<file path="src/verilog/rdmx_check_pkg.sv">
package rdmx_check_pkg;

    //==========================================================================
    // Stream widths and RDMX protocol constants
    //==========================================================================

    // One Ethernet beat from the MAC
    localparam int beat_w     = 512;
    localparam int beat_bytes = beat_w / 8;

    // Every RDMX header carries this value in its magic field
    localparam logic [15:0] rdmx_magic = 16'h0122;

    // The IP length field is the payload size plus this many header bytes
    localparam int packet_overhead = 50;

    // Payload sizes of the two fixed-size packet classes
    localparam int md_payload_bytes = 128;
    localparam int fc_payload_bytes = 4;

    // Frame-counter packets carry flags of 1, the other classes carry 0
    localparam logic [7:0] fc_flags = 8'd1;

    //==========================================================================
    // Bit numbers in the error word
    //==========================================================================
    localparam int err_bad_fd_magic = 0;
    localparam int err_bad_fd_seq   = 1;
    localparam int err_bad_fd_psize = 2;
    localparam int err_bad_fd_taddr = 3;
    localparam int err_bad_fd       = 4;
    localparam int err_bad_fd_plen  = 5;
    localparam int err_bad_md_magic = 6;
    localparam int err_bad_md_seq   = 7;
    localparam int err_bad_md_psize = 8;
    localparam int err_bad_md_taddr = 9;
    localparam int err_bad_md       = 10;
    localparam int err_bad_md_plen  = 11;
    localparam int err_bad_fc_magic = 12;
    localparam int err_bad_fc_seq   = 13;
    localparam int err_bad_fc_psize = 14;
    localparam int err_bad_fc_taddr = 15;
    localparam int err_bad_fc       = 16;
    localparam int err_bad_fc_plen  = 17;
    // Bit 18 belonged to the source-QSFP check and stays unused
    localparam int err_bad_fd_flags = 19;
    localparam int err_bad_md_flags = 20;
    localparam int err_bad_fc_flags = 21;

    // Packet class whose header is under check
    typedef enum logic [1:0] {kind_fd, kind_md, kind_fc} pkt_kind_t;

    typedef enum logic [2:0] {
        st_get_pattern, st_fd_header, st_fd_packet, st_md_header,
        st_md_packet, st_fc_header, st_fc_packet
    } seq_state_t;

    // Big-endian header fields, first byte on the wire at the top
    typedef struct packed {
        logic [47:0] dst_mac;
        logic [47:0] src_mac;
        logic [15:0] frame_type;
        logic [15:0] ip4_ver_dsf;
        logic [15:0] ip4_length;
        logic [15:0] ip4_id;
        logic [15:0] ip4_flags;
        logic [15:0] ip4_ttl_prot;
        logic [15:0] ip4_checksum;
        logic [31:0] ip4_src_ip;
        logic [31:0] ip4_dst_ip;
        logic [15:0] udp_src_port;
        logic [15:0] udp_dst_port;
        logic [15:0] udp_length;
        logic [15:0] udp_checksum;
        logic [15:0] magic;
        logic [63:0] address;
        logic [15:0] seq_num;
        logic [31:0] user_fld;
        logic [7:0]  flags;
        logic [39:0] pad;
    } rdmx_hdr_t;

    // A byte-swapped beat is read as a header or as plain payload
    typedef union packed {
        rdmx_hdr_t         hdr;
        logic [beat_w-1:0] flat;
    } rdmx_beat_u;

endpackage

</file>
<file path="src/verilog/packet_sequencer.sv">
`timescale 1ns/1ns

module packet_sequencer import rdmx_check_pkg::*; #(
    parameter int fd_packet_bytes = 256
) (
    input  logic              clk,
    input  logic              resetn,
    input  logic [31:0]       pattern_tdata,
    input  logic              pattern_tvalid,
    input  logic              beat_valid,
    input  logic              beat_last,
    input  logic              beat_good,
    input  rdmx_beat_u        beat_be,
    input  logic [beat_w-1:0] beat_le,
    input  logic [31:0]       frame_size,
    input  logic [4:0]        hdr_fail,
    output pkt_kind_t         hdr_kind,
    output logic [15:0]       expected_seq,
    output logic              fd_advance,
    output logic              md_advance,
    output logic              waiting_pattern,
    output logic              halted,
    output logic [63:0]       total_packets_rcvd,
    output logic [63:0]       malformed_packets,
    output logic [31:0]       expected_fc,
    output logic [31:0]       expected_frame_pattern,
    output logic [31:0]       error,
    output logic              all_good
);

    // A half-frame is half of frame_size, split into frame-data packets
    localparam int fd_shift = $clog2(fd_packet_bytes) + 1;

    // Payload beats per packet for each class
    localparam int fd_beats = fd_packet_bytes / beat_bytes;
    localparam int md_beats = md_payload_bytes / beat_bytes;
    localparam int fc_beats = (fc_payload_bytes + beat_bytes - 1) / beat_bytes;

    seq_state_t        state;
    logic [31:0]       hf_packets;
    logic [31:0]       fd_packet_count;
    logic [15:0]       beat_count;
    logic [31:0]       err_set;
    logic [beat_w-1:0] expected_data;
    logic [31:0]       rx_fc;
    logic              check;

    assign hf_packets    = frame_size >> fd_shift;
    assign expected_data = {(beat_w / 32){expected_frame_pattern}};

    // The counter sits in the first payload bytes, so it is the top of the
    // swapped view with its bytes put back in wire order
    assign rx_fc = {<<8{beat_be.flat[beat_w-1 -: 32]}};

    // Only beats from frames with a good FCS are checked
    assign check = beat_valid & beat_good;

    assign waiting_pattern = (state == st_get_pattern);
    assign halted          = (error != '0);
    assign all_good        = ~halted;

    always_comb begin
        case (state)
            st_fd_header: hdr_kind = kind_fd;
            st_md_header: hdr_kind = kind_md;
            default:      hdr_kind = kind_fc;
        endcase
    end

    //==========================================================================
    // Error bits raised by the current registered beat
    //==========================================================================
    always_comb begin
        err_set = '0;
        if (check) begin
            case (state)
                st_fd_header: begin
                    err_set[err_bad_fd_magic] = hdr_fail[0];
                    err_set[err_bad_fd_seq]   = hdr_fail[1];
                    err_set[err_bad_fd_psize] = hdr_fail[2];
                    err_set[err_bad_fd_taddr] = hdr_fail[3];
                    err_set[err_bad_fd_flags] = hdr_fail[4];
                end
                st_fd_packet: begin
                    err_set[err_bad_fd]      = (beat_le != expected_data);
                    err_set[err_bad_fd_plen] = beat_last && (beat_count != 16'(fd_beats));
                end
                st_md_header: begin
                    err_set[err_bad_md_magic] = hdr_fail[0];
                    err_set[err_bad_md_seq]   = hdr_fail[1];
                    err_set[err_bad_md_psize] = hdr_fail[2];
                    err_set[err_bad_md_taddr] = hdr_fail[3];
                    err_set[err_bad_md_flags] = hdr_fail[4];
                end
                st_md_packet: begin
                    // Meta-data content is free, only its length is checked
                    err_set[err_bad_md_plen] = beat_last && (beat_count != 16'(md_beats));
                end
                st_fc_header: begin
                    err_set[err_bad_fc_magic] = hdr_fail[0];
                    err_set[err_bad_fc_seq]   = hdr_fail[1];
                    err_set[err_bad_fc_psize] = hdr_fail[2];
                    err_set[err_bad_fc_taddr] = hdr_fail[3];
                    err_set[err_bad_fc_flags] = hdr_fail[4];
                end
                st_fc_packet: begin
                    err_set[err_bad_fc]      = (rx_fc != expected_fc);
                    err_set[err_bad_fc_plen] = beat_last && (beat_count != 16'(fc_beats));
                end
                default: begin
                end
            endcase
        end
    end

    //==========================================================================
    // Packet walk, error latch and counters
    //==========================================================================
    always_ff @(posedge clk) begin
        // Ring advance requests are single-cycle pulses
        fd_advance <= 1'b0;
        md_advance <= 1'b0;

        if (!resetn) begin
            state              <= st_get_pattern;
            error              <= '0;
            expected_fc        <= '0;
            expected_seq       <= 16'd1;
            total_packets_rcvd <= '0;
            malformed_packets  <= '0;
        end else begin
            // Bad-FCS frames are counted even once checking has stopped
            if (beat_valid && beat_last && !beat_good) begin
                malformed_packets <= malformed_packets + 64'd1;
            end

            if (!halted) begin
                error <= error | err_set;

                // Payload beats in this packet, one-based
                if (beat_valid) begin
                    beat_count <= beat_count + 16'd1;
                end

                if (beat_valid && beat_last) begin
                    total_packets_rcvd <= total_packets_rcvd + 64'd1;
                    expected_seq       <= expected_seq + 16'd1;
                end

                case (state)
                    st_get_pattern: begin
                        // pattern_tready is high here, so tvalid is the handshake
                        if (pattern_tvalid) begin
                            expected_frame_pattern <= pattern_tdata;
                            expected_fc            <= expected_fc + 32'd1;
                            fd_packet_count        <= '0;
                            state                  <= st_fd_header;
                        end
                    end
                    st_fd_header: begin
                        if (beat_valid) begin
                            fd_advance      <= 1'b1;
                            fd_packet_count <= fd_packet_count + 32'd1;
                            beat_count      <= 16'd1;
                            state           <= st_fd_packet;
                        end
                    end
                    st_fd_packet: begin
                        // After the last packet of the half-frame comes meta-data
                        if (beat_valid && beat_last) begin
                            if (fd_packet_count == hf_packets) begin
                                state <= st_md_header;
                            end else begin
                                state <= st_fd_header;
                            end
                        end
                    end
                    st_md_header: begin
                        if (beat_valid) begin
                            md_advance <= 1'b1;
                            beat_count <= 16'd1;
                            state      <= st_md_packet;
                        end
                    end
                    st_md_packet: begin
                        if (beat_valid && beat_last) begin
                            state <= st_fc_header;
                        end
                    end
                    st_fc_header: begin
                        if (beat_valid) begin
                            beat_count <= 16'd1;
                            state      <= st_fc_packet;
                        end
                    end
                    st_fc_packet: begin
                        if (beat_valid && beat_last) begin
                            state <= st_get_pattern;
                        end
                    end
                    default: begin
                        state <= st_get_pattern;
                    end
                endcase
            end
        end
    end

endmodule

</file>
<file path="config.mk">
export PLATFORM = sky130hd
export DESIGN_NAME = packet_sequencer
export DESIGN_NICKNAME = d
export VERILOG_FILES = /design/src/verilog/rdmx_check_pkg.sv /design/src/verilog/packet_sequencer.sv
export SDC_FILE = /design/constraint.sdc
export NUM_CORES = 1
export LEC_CHECK = 0
export ABC_AREA = 1
export ABC_CLOCK_PERIOD_IN_PS = 3100
export BUFFER_PORTS_ARGS = -buffer_cell sky130_fd_sc_hd__buf_4
export CELL_PAD_IN_SITES_DETAIL_PLACEMENT = 0
export CELL_PAD_IN_SITES_GLOBAL_PLACEMENT = 1
export CORE_AREA = 4 4 522 524
export CTS_BUF_LIST = sky130_fd_sc_hd__clkbuf_8 sky130_fd_sc_hd__clkbuf_16
export CTS_CLUSTER_SIZE = 28
export DETAILED_ROUTE_END_ITERATION = 8
export DIE_AREA = 0 0 526 528
export GPL_ROUTABILITY_DRIVEN = 0
export GPL_TIMING_DRIVEN = 1
export PLACE_DENSITY = 0.36
export REMOVE_ABC_BUFFERS = 1
export SLEW_MARGIN = 20
export SYNTH_ARGS = -nofsm -noshare
export SYNTH_HDL_FRONTEND = slang
export SYNTH_SLANG_ARGS = --single-unit
</file>
<file path="constraint.sdc">
create_clock -name clk -period 3.1 [get_ports clk]
set_input_delay 0.155 -clock clk [delete_from_list [all_inputs] [get_ports clk]]
set_output_delay 0.155 -clock clk [all_outputs]
set_load 0.01 [all_outputs]
</file>
==> flow_summary.yaml <==
grt:
  grt_pass1_wl_um: 265000
  grt_max_degree: 83
  globalRoute.totalOverflow: 0
  grt_pass1_vias: 27608
  track_usage_pct: 14.2
  antenna_found_initial: 78
timing:
  setup_violations: 0
  worst_pin_slew_ps: 766
  fin_hold_ws_ps: 89.9
  rsz0062_at_grt: "no"
  maxSlewViolCount: 0
  hold_violations: 0
  fmax_mhz: 338
  fin_crit_ps: 2960
  setup_tns_ps: 0
  relSlewSlack_pct: 48.5
  timing.final.crit_share_pct: 95.3
  setup_ws_ps: 145
  finalClockSkew_ps: 58.6
hold_path:
  min_path_type: "in -> reg"
run_status:
  status: "finished clean"
clock_tree:
  ctsRootBufferMaster: "clkbuf_16"
  htreeDepth: 2
  clkTransAtPathRegs_ps: 60
  insertion_delay_ps: 630
  cts_tree: "yes"
  cts.sinks: 281
  cts_buffer_depth: 3
  cts_buffers: 44
synthesis:
  yosysSeqAreaShare_pct: 28.5
  synth_edf_count: 80
  yosys_register_bits: 281
  yosysTopAreaCellShare_pct: 18.5
  syn_area_per_cell_sq_um: 6.24
  ys_warn_count: 0
  syn-cell-area_sq_mm: 0.0225
  yosys-top-cells-area: "nand2_1 (18%), dfxtp_1 (18%), edfxtp_1 (11%)"
  synthDistinctLibCells: 57
  yosysTopAreaCell: "nand2_1"
  async_reset_ff_share_pct: 0
  synth_ff_type: "dfxtp_1"
  syn_inst: 3614
drt:
  vias: 27374
  first_pass_iters: 5
  drt-total-wl_um: 206000
  wl_met3_um: 15500
  routed.top_layer: "met5"
  met1Wirelength_um: 78500
  drc: 0
  drt-initial-drc-count: 1549
  wl_per_cell_um: 25.1
  viasPerCell: 3.34
  route.met2.wl_um: 102000
  route.antenna.remaining_nets: 0
final_layout:
  final_cells: 8196
  syn_to_final_growth_pct: 61.1
  final_layout_size_suffix_gt1_share_pct: 24.6
  layout_common_cells: "nand2_1 (1109), buf_4 (966), nor2_1 (454), inv_1 (434), xnor2_1 (263)"
  fin_nets: 5699
  final_common_cell: "nand2_1"
  final_area_sq_mm: 0.0363
floorplan:
  die_h_um: 528
  row_count: 190
  die_w_um: 526
  core_sq_mm: 0.267
  dieArea_sq_mm: 0.278
  start_util_pct: 8.43
  pin_count: 1346
place:
  place_ws_ps: -243
  placed_cell_area_sq_mm: 0.0343
  hpwl_um: 182000
  portBuffers: 844
  dp_cells: 8054
setup_path:
  cp.required_ps: 3600
  crit_path_start_kind: "flop"
  crit_arrival_ps: 3450
  path_max_fanout: 10
  crit_type: "reg -> reg"
  crit_path_end_kind: "flop"
pwr:
  ir_drop_mv: 0.396
  powerDensity_mw_per_mm2: 422
  p_leak_uw: 0.0145
job:
  cap_viol_max_count: 0
[synth_stat cells (all sizes together), types with 5 or more instances]
cell,count
nand2,1117
nor2,471
inv,428
xnor2,267
dfxtp,201
a21oi,187
o21ai,162
nor3,134
nand3,130
nand4,88
xor2,83
edfxtp,80
buf,66
clkbuf,53
nor4,35
or2,20
o21a,17
a31oi,14
ha,10
nor3b,7
nand3b,5
[worst max-delay path, stage by stage (launching register included)]
cell	delay, ps
edfxtp_1	430
buf_12	180
buf_12	220
xnor2_1	170
buf_4	160
nand2_1	50
nor2_1	100
nand2_1	60
nor2_1	90
buf_4	170
nand2_1	70
nor2_2	210
nand2_1	110
nor2_1	180
buf_4	140
nand2_2	110
buf_12	160
nand2_1	50
a21oi_1	50
[layout make-up]
cell class                 instances  area (sq um)
clock inverter                    24           190
inverter                         431          1620
antenna                           21          52.6
timing repair buffer            1038          8280
multi-input combinational       2794         14000
tap                             3552          4440
clock buffer                      55          1250
sequential                       281          6430
fill                           31277        231000
[power by group]
| group | leakage, uW | internal (uW) | switching (uW) |
|---|---|---|---|
| combinational | 0.0114 | 2160 | 3570 |
| sequential | 0.00237 | 4200 | 328 |
| clock | 0.000755 | 2950 | 2130 |
| total | 0.0145 | 9310 | 6030 |
[per-layer routing]
metal	GRT usage [%]	up-vias
li1	-	13461
met1	15.2	12637
met2	25.5	984
met3	4.59	250
met4	5.91	42
met5	0	-
[registers in the layout, summed over array words and instances (netlist names), 3 cells and up, named ones only]
| name | count |
|---|---|
| malformed_packets | 64 |
| expected_seq | 16 |
| state | 3 |
| expected_fc | 32 |
| fd_packet_count | 32 |
| total_packets_rcvd | 64 |
| error | 20 |
| expected_frame_pattern | 32 |
[metrics by stage]
step | power (uW) | utilization [%]
after global placement | 10400 | 12.8
after CTS | 15800 | 13.6
final | 15300 | 13.6
after floorplan | 6880 | -
after global routing | 16200 | 13.6
after detailed placement | 10400 | 12.8
[repair_timing]
action,in CTS,in global routing
resized for setup,8,0
hold endpoints to repair,66,0
hold buffers,41,0
setup endpoints to repair,1,0
buffers inserted,1,0
[final timing paths]
kind / slack, ps / cells past startpoint / end / from
setup / recovery: 140 / 18 / error[4]$_SDFFE_PN0P_ / expected_frame_pattern[6]$_DFFE_PP_
hold / removal: 90 / 7 / error[16]$_SDFFE_PN0P_ / beat_be[506]
setup reg to reg: 140 / 18 / error[4]$_SDFFE_PN0P_ / expected_frame_pattern[6]$_DFFE_PP_
hold reg to reg: 490 / 2 / expected_seq[8]$_SDFFE_PN0P_ / expected_seq[8]$_SDFFE_PN0P_
[logic make-up after synthesis]
kind of cell,after synthesis,share of synthesized area (%)
other cells,1,0.0166
simple gates,2014,37.8
compound gates,408,9.80
flops,281,28.5
fa+ha+maj,10,0.555
xor+xnor,350,13.6
buf+inv,550,9.68
(Power assumes the default switching activity.)
